`src/common/adam_ctrl_cfg.svh`:
```
//====================
// Adam controller configuration
// Widths, pad bit positions, console keypad codes and the PS/2 scancodes
// used by the keypad emulation
//====================

`ifndef ADAM_CTRL_CFG_SVH
`define ADAM_CTRL_CFG_SVH

// Sizes
`define ADAM_NUM_PLAYERS        2
`define ADAM_PAD_BITS           20
`define ADAM_JOY_BITS           20
`define ADAM_PS2_BITS           11
`define ADAM_NIB_BITS           4
`define ADAM_NUM_DIGITS         10

// PS/2 event word fields
`define ADAM_PS2_TOGGLE         10
`define ADAM_PS2_PRESS          9

//====================
// Pad vector, console order
//====================
`define ADAM_PAD_DIGIT0         0
`define ADAM_PAD_STAR           10
`define ADAM_PAD_NUMBER         11
`define ADAM_PAD_PURPLE         12
`define ADAM_PAD_BLUE           13
`define ADAM_PAD_UP             14
`define ADAM_PAD_DOWN           15
`define ADAM_PAD_LEFT           16
`define ADAM_PAD_RIGHT          17
`define ADAM_PAD_FIRE1          18
`define ADAM_PAD_FIRE2          19

//====================
// Joystick word from the host
//====================
`define ADAM_JOY_RIGHT          0
`define ADAM_JOY_LEFT           1
`define ADAM_JOY_DOWN           2
`define ADAM_JOY_UP             3
`define ADAM_JOY_FIRE1          4
`define ADAM_JOY_FIRE2          5
`define ADAM_JOY_STAR           6
`define ADAM_JOY_NUMBER         7
`define ADAM_JOY_DIGIT0         8
`define ADAM_JOY_PURPLE         18
`define ADAM_JOY_BLUE           19

//====================
// Keypad nibbles on P1..P4
//====================
`define ADAM_KEY_0              4'b0011
`define ADAM_KEY_1              4'b1110
`define ADAM_KEY_2              4'b1101
`define ADAM_KEY_3              4'b0110
`define ADAM_KEY_4              4'b0001
`define ADAM_KEY_5              4'b1001
`define ADAM_KEY_6              4'b0111
`define ADAM_KEY_7              4'b1100
`define ADAM_KEY_8              4'b1000
`define ADAM_KEY_9              4'b1011
`define ADAM_KEY_STAR           4'b1010
`define ADAM_KEY_NUMBER         4'b0101
`define ADAM_KEY_PT             4'b0100
`define ADAM_KEY_BT             4'b0010
`define ADAM_KEY_NONE           4'b1111

// PS/2 set 2, main row digits
`define ADAM_SC_0               8'h45
`define ADAM_SC_1               8'h16
`define ADAM_SC_2               8'h1E
`define ADAM_SC_3               8'h26
`define ADAM_SC_4               8'h25
`define ADAM_SC_5               8'h2E
`define ADAM_SC_6               8'h36
`define ADAM_SC_7               8'h3D
`define ADAM_SC_8               8'h3E
`define ADAM_SC_9               8'h46

// Numpad digits
`define ADAM_SC_KP_0            8'h70
`define ADAM_SC_KP_1            8'h69
`define ADAM_SC_KP_2            8'h72
`define ADAM_SC_KP_3            8'h7A
`define ADAM_SC_KP_4            8'h6B
`define ADAM_SC_KP_5            8'h73
`define ADAM_SC_KP_6            8'h74
`define ADAM_SC_KP_7            8'h6C
`define ADAM_SC_KP_8            8'h75
`define ADAM_SC_KP_9            8'h7D

// Keypad star, shifts, keypad minus
`define ADAM_SC_KP_STAR         8'h7C
`define ADAM_SC_LSHIFT          8'h12
`define ADAM_SC_RSHIFT          8'h59
`define ADAM_SC_KP_MINUS        8'h7B

`endif
```
`src/common/adam_ctrl_pkg.sv`:
```
//====================
// Adam controller types
// Vector types shared by the controller RTL and its testbench
//====================

`include "adam_ctrl_cfg.svh"

package adam_ctrl_pkg;

        // One player's joystick word as delivered by the host
        typedef logic [`ADAM_JOY_BITS-1:0] joy_word_t;

        // Buttons in console order, see ADAM_PAD_* positions
        typedef logic [`ADAM_PAD_BITS-1:0] pad_vec_t;

        // PS/2 event word
        // [10] toggles per event, [9] press, [8] extended, [7:0] code
        typedef logic [`ADAM_PS2_BITS-1:0] ps2_key_t;

        // Data nibble on P1..P4, active low
        typedef logic [`ADAM_NIB_BITS-1:0] ctrl_nib_t;

        // Emulated digit buttons 0..9
        typedef logic [`ADAM_NUM_DIGITS-1:0] digit_vec_t;

endpackage

```
`src/common/ctrl_port_if.sv`:
```
//====================
// Controller port bus
// Strobes into one port and the lines it returns
//====================

`timescale 1ns/1ps

interface ctrl_port_if;
        import adam_ctrl_pkg::*;

        // Strobes, active low (P5 keypad, P8 joystick)
        logic           sel_keypad_n;
        logic           sel_joy_n;

        // Returned lines, P1..P4 and P6
        ctrl_nib_t      data_n;
        logic           fire_n;

        modport port (
                input   sel_keypad_n,
                input   sel_joy_n,
                output  data_n,
                output  fire_n
        );

        modport pins (
                output  sel_keypad_n,
                output  sel_joy_n,
                input   data_n,
                input   fire_n
        );

endinterface

```
`src/common/keypad_emu_if.sv`:
```
//====================
// Keypad emulation bus
// Held button levels from the PS/2 decoder to the pad router
//====================

`timescale 1ns/1ps

interface keypad_emu_if;
        import adam_ctrl_pkg::*;

        // Registered levels, high while the key is held
        digit_vec_t     digit;
        logic           star;
        logic           shift;
        logic           minus;

        modport decoder (
                output  digit,
                output  star,
                output  shift,
                output  minus
        );

        modport router (
                input   digit,
                input   star,
                input   shift,
                input   minus
        );

endinterface

```
`src/hw/adam_ctrl_top.sv`:
```
//====================
// Adam controller section
// PS/2 keypad emulation, pad routing and the two controller ports
//====================

`timescale 1ns/1ps
`include "adam_ctrl_cfg.svh"

module adam_ctrl_top (
        input  logic                            clk_sys,
        input  logic                            rst_i,
        input  adam_ctrl_pkg::joy_word_t        joy0_i,
        input  adam_ctrl_pkg::joy_word_t        joy1_i,
        input  logic                            swap_i,
        input  adam_ctrl_pkg::ps2_key_t         ps2_key_i,
        input  logic [`ADAM_NUM_PLAYERS-1:0]    sel_keypad_n_i,
        input  logic [`ADAM_NUM_PLAYERS-1:0]    sel_joy_n_i,
        output adam_ctrl_pkg::ctrl_nib_t        ctrl_data0_o,
        output adam_ctrl_pkg::ctrl_nib_t        ctrl_data1_o,
        output logic [`ADAM_NUM_PLAYERS-1:0]    ctrl_fire_n_o
);
        import adam_ctrl_pkg::*;

        pad_vec_t       pads [`ADAM_NUM_PLAYERS];
        ctrl_nib_t      data_n [`ADAM_NUM_PLAYERS];

        keypad_emu_if   emu_bus ();
        ctrl_port_if    port_bus [`ADAM_NUM_PLAYERS] ();

        //====================
        // Keyboard and routing
        //====================

        ps2_keypad_emu u_keypad_emu (
                .clk_sys        (clk_sys),
                .rst_i          (rst_i),
                .ps2_key_i      (ps2_key_i),
                .emu_o          (emu_bus.decoder)
        );

        pad_router u_pad_router (
                .joy0_i         (joy0_i),
                .joy1_i         (joy1_i),
                .swap_i         (swap_i),
                .emu_i          (emu_bus.router),
                .pad0_o         (pads[0]),
                .pad1_o         (pads[1])
        );

        //====================
        // Controller ports
        //====================

        for (genvar g = 0; g < `ADAM_NUM_PLAYERS; g++) begin : g_port
                assign port_bus[g].sel_keypad_n = sel_keypad_n_i[g];
                assign port_bus[g].sel_joy_n    = sel_joy_n_i[g];

                ctrl_port u_ctrl_port (
                        .pad_i          (pads[g]),
                        .port_o         (port_bus[g].port)
                );

                assign data_n[g]        = port_bus[g].data_n;
                assign ctrl_fire_n_o[g] = port_bus[g].fire_n;
        end

        assign ctrl_data0_o = data_n[0];
        assign ctrl_data1_o = data_n[1];

endmodule

```
`src/hw/ctrl_port.sv`:
```
//====================
// Controller port
// Returns the keypad or joystick nibble and the fire line
// selected by the console strobes
//====================

`timescale 1ns/1ps
`include "adam_ctrl_cfg.svh"

module ctrl_port (
        input  adam_ctrl_pkg::pad_vec_t pad_i,
        ctrl_port_if.port               port_o
);
        import adam_ctrl_pkg::*;

        // Console code for each of pad positions 0..13
        localparam ctrl_nib_t key_lut [`ADAM_PAD_BLUE + 1] = '{
                `ADAM_KEY_0,
                `ADAM_KEY_1,
                `ADAM_KEY_2,
                `ADAM_KEY_3,
                `ADAM_KEY_4,
                `ADAM_KEY_5,
                `ADAM_KEY_6,
                `ADAM_KEY_7,
                `ADAM_KEY_8,
                `ADAM_KEY_9,
                `ADAM_KEY_STAR,
                `ADAM_KEY_NUMBER,
                `ADAM_KEY_PT,
                `ADAM_KEY_BT
        };

        ctrl_nib_t      kp_code;
        ctrl_nib_t      kp_nib;
        ctrl_nib_t      joy_nib;
        logic           kp_fire;
        logic           joy_fire;

        //====================
        // Keypad half
        //====================

        // Walk down so the lowest set position wins
        always_comb begin
                kp_code = `ADAM_KEY_NONE;
                for (int b = `ADAM_PAD_BLUE; b >= `ADAM_PAD_DIGIT0; b--) begin
                        if (pad_i[b]) begin
                                kp_code = key_lut[b];
                        end
                end
        end

        assign kp_nib  = port_o.sel_keypad_n ? `ADAM_KEY_NONE : kp_code;
        assign kp_fire = port_o.sel_keypad_n | ~pad_i[`ADAM_PAD_FIRE2];

        //====================
        // Joystick half
        //====================

        // Up on the MSB, right on the LSB
        assign joy_nib  = port_o.sel_joy_n ? `ADAM_KEY_NONE :
                          ~{pad_i[`ADAM_PAD_UP], pad_i[`ADAM_PAD_DOWN],
                            pad_i[`ADAM_PAD_LEFT], pad_i[`ADAM_PAD_RIGHT]};
        assign joy_fire = port_o.sel_joy_n | ~pad_i[`ADAM_PAD_FIRE1];

        // Both strobes low merge as wired AND
        assign port_o.data_n = kp_nib & joy_nib;
        assign port_o.fire_n = kp_fire & joy_fire;

endmodule

```
`src/hw/pad_router.sv`:
```
//====================
// Pad router
// Player swap, joystick to pad reordering and keyboard merge
//====================

`timescale 1ns/1ps
`include "adam_ctrl_cfg.svh"

module pad_router (
        input  adam_ctrl_pkg::joy_word_t joy0_i,
        input  adam_ctrl_pkg::joy_word_t joy1_i,
        input  logic                     swap_i,
        keypad_emu_if.router             emu_i,
        output adam_ctrl_pkg::pad_vec_t  pad0_o,
        output adam_ctrl_pkg::pad_vec_t  pad1_o
);
        import adam_ctrl_pkg::*;

        joy_word_t      joy_a;
        joy_word_t      joy_b;
        pad_vec_t       kbd_pad;

        // Host joystick layout into console pad order
        function automatic pad_vec_t joy_to_pad(input joy_word_t joy);
                pad_vec_t pad;
                pad = '0;
                for (int d = 0; d < `ADAM_NUM_DIGITS; d++) begin
                        pad[`ADAM_PAD_DIGIT0 + d] = joy[`ADAM_JOY_DIGIT0 + d];
                end
                pad[`ADAM_PAD_STAR]   = joy[`ADAM_JOY_STAR];
                pad[`ADAM_PAD_NUMBER] = joy[`ADAM_JOY_NUMBER];
                pad[`ADAM_PAD_PURPLE] = joy[`ADAM_JOY_PURPLE];
                pad[`ADAM_PAD_BLUE]   = joy[`ADAM_JOY_BLUE];
                pad[`ADAM_PAD_UP]     = joy[`ADAM_JOY_UP];
                pad[`ADAM_PAD_DOWN]   = joy[`ADAM_JOY_DOWN];
                pad[`ADAM_PAD_LEFT]   = joy[`ADAM_JOY_LEFT];
                pad[`ADAM_PAD_RIGHT]  = joy[`ADAM_JOY_RIGHT];
                pad[`ADAM_PAD_FIRE1]  = joy[`ADAM_JOY_FIRE1];
                pad[`ADAM_PAD_FIRE2]  = joy[`ADAM_JOY_FIRE2];
                return pad;
        endfunction

        assign joy_a = swap_i ? joy1_i : joy0_i;
        assign joy_b = swap_i ? joy0_i : joy1_i;

        // Keyboard buttons, shared by both players
        always_comb begin
                kbd_pad = '0;
                for (int d = 0; d < `ADAM_NUM_DIGITS; d++) begin
                        kbd_pad[`ADAM_PAD_DIGIT0 + d] = emu_i.digit[d];
                end
                // Shift+8 is '*' and shift+3 is '#' on a PC keyboard
                kbd_pad[`ADAM_PAD_STAR]   = emu_i.star | (emu_i.shift & emu_i.digit[8]);
                kbd_pad[`ADAM_PAD_NUMBER] = emu_i.minus | (emu_i.shift & emu_i.digit[3]);
        end

        assign pad0_o = joy_to_pad(joy_a) | kbd_pad;
        assign pad1_o = joy_to_pad(joy_b) | kbd_pad;

endmodule

```
`src/hw/ps2_keypad_emu.sv`:
```
//====================
// PS/2 keypad emulation
// Watches the PS/2 event word and keeps the held state of the keys
// that stand in for the numeric keypad
//====================

`timescale 1ns/1ps
`include "adam_ctrl_cfg.svh"

module ps2_keypad_emu (
        input  logic                    clk_sys,
        input  logic                    rst_i,
        input  adam_ctrl_pkg::ps2_key_t ps2_key_i,
        keypad_emu_if.decoder           emu_o
);
        import adam_ctrl_pkg::*;

        logic           toggle_q;
        logic           new_event;
        logic           pressed;
        logic [7:0]     code;

        digit_vec_t     digit_q;
        logic           star_q;
        logic           shift_q;
        logic           minus_q;

        // A new event flips the toggle bit
        assign new_event = toggle_q != ps2_key_i[`ADAM_PS2_TOGGLE];
        assign pressed   = ps2_key_i[`ADAM_PS2_PRESS];

        // Extended flag ignored, only the low code byte matters
        assign code      = ps2_key_i[7:0];

        always_ff @(posedge clk_sys) begin
                if (rst_i) begin
                        toggle_q <= 1'b0;
                        digit_q  <= '0;
                        star_q   <= 1'b0;
                        shift_q  <= 1'b0;
                        minus_q  <= 1'b0;
                end else begin
                        toggle_q <= ps2_key_i[`ADAM_PS2_TOGGLE];
                        if (new_event) begin
                                case (code)
                                `ADAM_SC_0, `ADAM_SC_KP_0: digit_q[0] <= pressed;
                                `ADAM_SC_1, `ADAM_SC_KP_1: digit_q[1] <= pressed;
                                `ADAM_SC_2, `ADAM_SC_KP_2: digit_q[2] <= pressed;
                                `ADAM_SC_3, `ADAM_SC_KP_3: digit_q[3] <= pressed;
                                `ADAM_SC_4, `ADAM_SC_KP_4: digit_q[4] <= pressed;
                                `ADAM_SC_5, `ADAM_SC_KP_5: digit_q[5] <= pressed;
                                `ADAM_SC_6, `ADAM_SC_KP_6: digit_q[6] <= pressed;
                                `ADAM_SC_7, `ADAM_SC_KP_7: digit_q[7] <= pressed;
                                `ADAM_SC_8, `ADAM_SC_KP_8: digit_q[8] <= pressed;
                                `ADAM_SC_9, `ADAM_SC_KP_9: digit_q[9] <= pressed;
                                `ADAM_SC_KP_STAR:          star_q     <= pressed;
                                // Either shift key drives the one level
                                `ADAM_SC_LSHIFT,
                                `ADAM_SC_RSHIFT:           shift_q    <= pressed;
                                `ADAM_SC_KP_MINUS:         minus_q    <= pressed;
                                default: begin
                                        // Other keys leave the buttons alone
                                end
                                endcase
                        end
                end
        end

        assign emu_o.digit = digit_q;
        assign emu_o.star  = star_q;
        assign emu_o.shift = shift_q;
        assign emu_o.minus = minus_q;

endmodule

```
`config.mk`:
```
export PLATFORM = sky130hd
export DESIGN_NAME = adam_ctrl_top
export DESIGN_NICKNAME = d
export VERILOG_FILES = /design/src/common/adam_ctrl_pkg.sv /design/src/common/ctrl_port_if.sv /design/src/common/keypad_emu_if.sv /design/src/hw/adam_ctrl_top.sv /design/src/hw/ctrl_port.sv /design/src/hw/pad_router.sv /design/src/hw/ps2_keypad_emu.sv
export VERILOG_INCLUDE_DIRS = /design/src /design/src/common
export SDC_FILE = /design/constraint.sdc
export NUM_CORES = 1
export LEC_CHECK = 0
export BUFFER_PORTS_ARGS = -buffer_cell sky130_fd_sc_hd__buf_2
export CAP_MARGIN = 20
export CORE_ASPECT_RATIO = 1.4
export CORE_UTILIZATION = 55
export DETAILED_ROUTE_END_ITERATION = 7
export PLACE_DENSITY = 0.95
export SYNTH_ARGS = -nofsm -noshare
export SYNTH_HDL_FRONTEND = slang
export SYNTH_SLANG_ARGS = --single-unit
```
`constraint.sdc`:
```
create_clock -name clk_sys -period 4.2 [get_ports clk_sys]
set_input_delay 0.84 -clock clk_sys [delete_from_list [all_inputs] [get_ports clk_sys]]
set_output_delay 0.84 -clock clk_sys [all_outputs]
set_load 0.03 [all_outputs]
```
==> flow_metrics.tcl <==
set metrics [dict create \
    cts_sinks 14 \
    yosys.area_share.simple_pct 34.1 \
    r2r_cells 5 \
    netlist_area_sq_mm 0.00199 \
    cp_max_fo 32 \
    status "completed" \
    setup_tns_ns 0 \
    drt-initial-drc-count 87 \
    num_vias 2267 \
    grt_max_degree 33 \
    synth_common_cells "mux2i_1, nor2_1, nor3_1" \
    hold_path.class "reg2reg" \
    ys_ff_latch 14 \
    setup_violations 0 \
    crit_path_start_kind "primary input" \
    cts_inserted_buffers 3 \
    firstDrtPassIters 4 \
    yosysWarnings 0 \
    clkTransAtPathRegs_ns 0.06 \
    timing.rr.end "u_keypad_emu.emu_o.digit[4]$_SDFFE_PP0P_" \
    power_density_mw_per_mm2 205 \
    wl_mm 5.34 \
    hp-start "u_keypad_emu.emu_o.minus$_SDFFE_PP0P_" \
    port_buffers 66 \
    postSynthAreaPerCell_sq_um 7.94 \
    syn2layout_area_growth_pct 17.4 \
    grt_antenna_before_repair 0 \
    max_slew.worst_pin.slew_ns 0.686 \
    fmax_ghz 0.263 \
    hold_viol_final 0 \
    dominantRegCellSynth "dfxtp_1" \
    min_path_cells 2 \
    synth_top_family_by_area "simple AND/OR/NAND/NOR gates" \
    clock_path_buffers 2 \
    drive_above_1_share_pct 30.1 \
    initial_core_util_pct 58.5 \
    die_w_microns 52.9 \
    grt_pass1_vias 2004 \
    yosysMostFrequentCell "mux2i_1" \
    worst_setup_path_end_kind "output port" \
    io_pins 68 \
    synth_compound_area_share_pct 22.7 \
    leakagePower_nw 1.02 \
    routed_via_density 6.55 \
    die_h_microns 73.2 \
    num_rows 25 \
    cts-root-buf "clkbuf_8" \
    cts_hold_buf 0 \
    netlist.area_leader.share_pct 16.1 \
    ys_seq_area_share_pct 14.1 \
    hold_path_end "u_keypad_emu.emu_o.minus$_SDFFE_PP0P_" \
    drv_slew 0 \
    pre_cts_slack_ns 0.447 \
    synth_cell_types 53 \
    cts_resized 0 \
    antennaDiodeCount 0 \
    cts_setup_buffers 0 \
    finalCritPeriodShare_pct 90.7 \
    synthAdderAreaFrac_pct 0 \
    postLayoutCoreUtil_pct 68.6 \
    finalCriticalPeriod_ns 3.81 \
    max_cap_violations 0 \
    cp.arrival_ns 2.97 \
    grt.total_usage_pct 28.5 \
    drt-wirelength-per-cell_microns 15.4 \
    overflow 0 \
    dp_hpwl_mm 4.16 \
    synth_area_leaders "mux2i_1, dfxtp_1, nor2_1" \
    async_flop_share_pct 0 \
    drc 0 \
    r2r_slack_ns 2.53 \
    synth_mux_area_share_pct 22.3 \
    finClkSkew_ns 0.000432 \
    grt_pass1_wl_mm 8.38 \
    crit_type "in2out" \
    cts_tree "yes" \
    clock_latency_ns 0.25 \
    r2r-start "u_keypad_emu.toggle_q$_SDFF_PP0_" \
    syn_nets 309 \
    layout_setup_ws_ns 0.391 \
    relSlewSlack_pct 54.2 \
    ant_nets 0 \
    critPathRequiredTime_ns 3.36 \
    fin_hold_ws_ns 0.499 \
    yosysTopAreaCell "mux2i_1" \
    routabilityCongestion 0.898 \
    synth_xor_area_share_pct 0.879 \
    cts_max_level 1 \
    rsz0062_at_grt "no" \
    finalNetCount 365 \
    die_area_sq_mm 0.00387 \
    synth_cells 251 \
    peakVddDrop_uv 172 \
    coreArea_sq_mm 0.00341 \
    synth_edf_count 0 \
]
==> kinds of logic (layout without fill, tap and decap cells) <==
group | after synthesis | count (layout)
xor gates and xnor gates | 2 | 2
muxes | 42 | 42
and+or+nand+nor | 112 | 112
buffers and inverters | 20 | 75
AOI/OAI and AO/OA | 61 | 61
DFF | 14 | 14
==> worst max-delay path by stage <==
stage	start	end	slack, ns	cells after the start
final	swap_i	ctrl_data0_o[0]	0.39	7
after global routing	swap_i	ctrl_data0_o[0]	0.29	7
after CTS	swap_i	ctrl_data0_o[0]	0.44	7
after detailed placement	swap_i	ctrl_data0_o[0]	0.45	7
after global placement	swap_i	ctrl_data0_o[0]	0.48	7
after floorplan	swap_i	ctrl_data1_o[3]	0.95	7
==> placed cells by master (no fill, tap or decap), types with 3 or more instances in the layout <==
cell type  instances
a211o_1            7
a211oi_1           6
a21oi_1           13
a31oi_1            3
and4_1             3
buf_2             66
buf_4              3
clkbuf_8           4
dfxtp_1           14
mux2_2             7
mux2_4             3
mux2i_1           32
nand2_1            8
nand2b_1           9
nand3_1            6
nand3b_1           4
nand4_1            4
nand4b_1           4
nor2_1            23
nor2b_1           11
nor3_1            15
nor3b_1            3
nor4_1             6
nor4b_1            3
o211ai_1           3
o21ai_0            3
o22ai_1            7
or3_1              4
==> report_power, final <==
part	total (mW)	switching [mW]	internal (mW)	leakage [nW]
Clock	0.134	0.0507	0.0833	0.0288
Sequential	0.134	0.000658	0.134	0.113
Combinational	0.211	0.124	0.0876	0.879
Total	0.479	0.175	0.304	1.02
==> flip-flops by register name, indices dropped and copies added, names as in the netlist <==
name / count
u_keypad_emu.emu_o.digit: 10
u_keypad_emu.emu_o.minus: 1
u_keypad_emu.emu_o.shift: 1
u_keypad_emu.emu_o.star: 1
u_keypad_emu.toggle_q: 1
==> stage by stage <==
stage          cell area (sq um)  std cells  total power, mW
6_report                    2340        346            0.479
5_1_grt                     2340        346            0.503
4_1_cts                     2340        346            0.477
3_5_place_dp                2280        342            0.344
3_3_place_gp                2280        342            0.339
2_1_floorplan               1990        251            0.284
==> metal layers <==
layer	share of wire, %	up-vias	global-route usage, %
met1	38	1048	30.2
met3	6.3	15	2.92
met4	3.4	0	16.7
met2	52	113	52.2
met5	0	-	0
li1	-	1091	-
==> layout make-up <==
type | count | area (sq um)
clock buffers | 4 | 55.1
fillers | 274 | 1070
inverters | 2 | 7.51
multi-input cells | 217 | 1590
flip-flops and latches | 14 | 280
well taps | 40 | 50.0
repair buffers | 69 | 353
==> worst max-delay path, cell delays in order <==
cell and delay, ns:
buf_2 0.53, buf_4 0.40, nor2b_1 0.10, a211o_1 0.31, or3_1 0.38, o22ai_1 0.16
buf_2 0.23
Note: power is estimated with default switching activity, not from simulation.
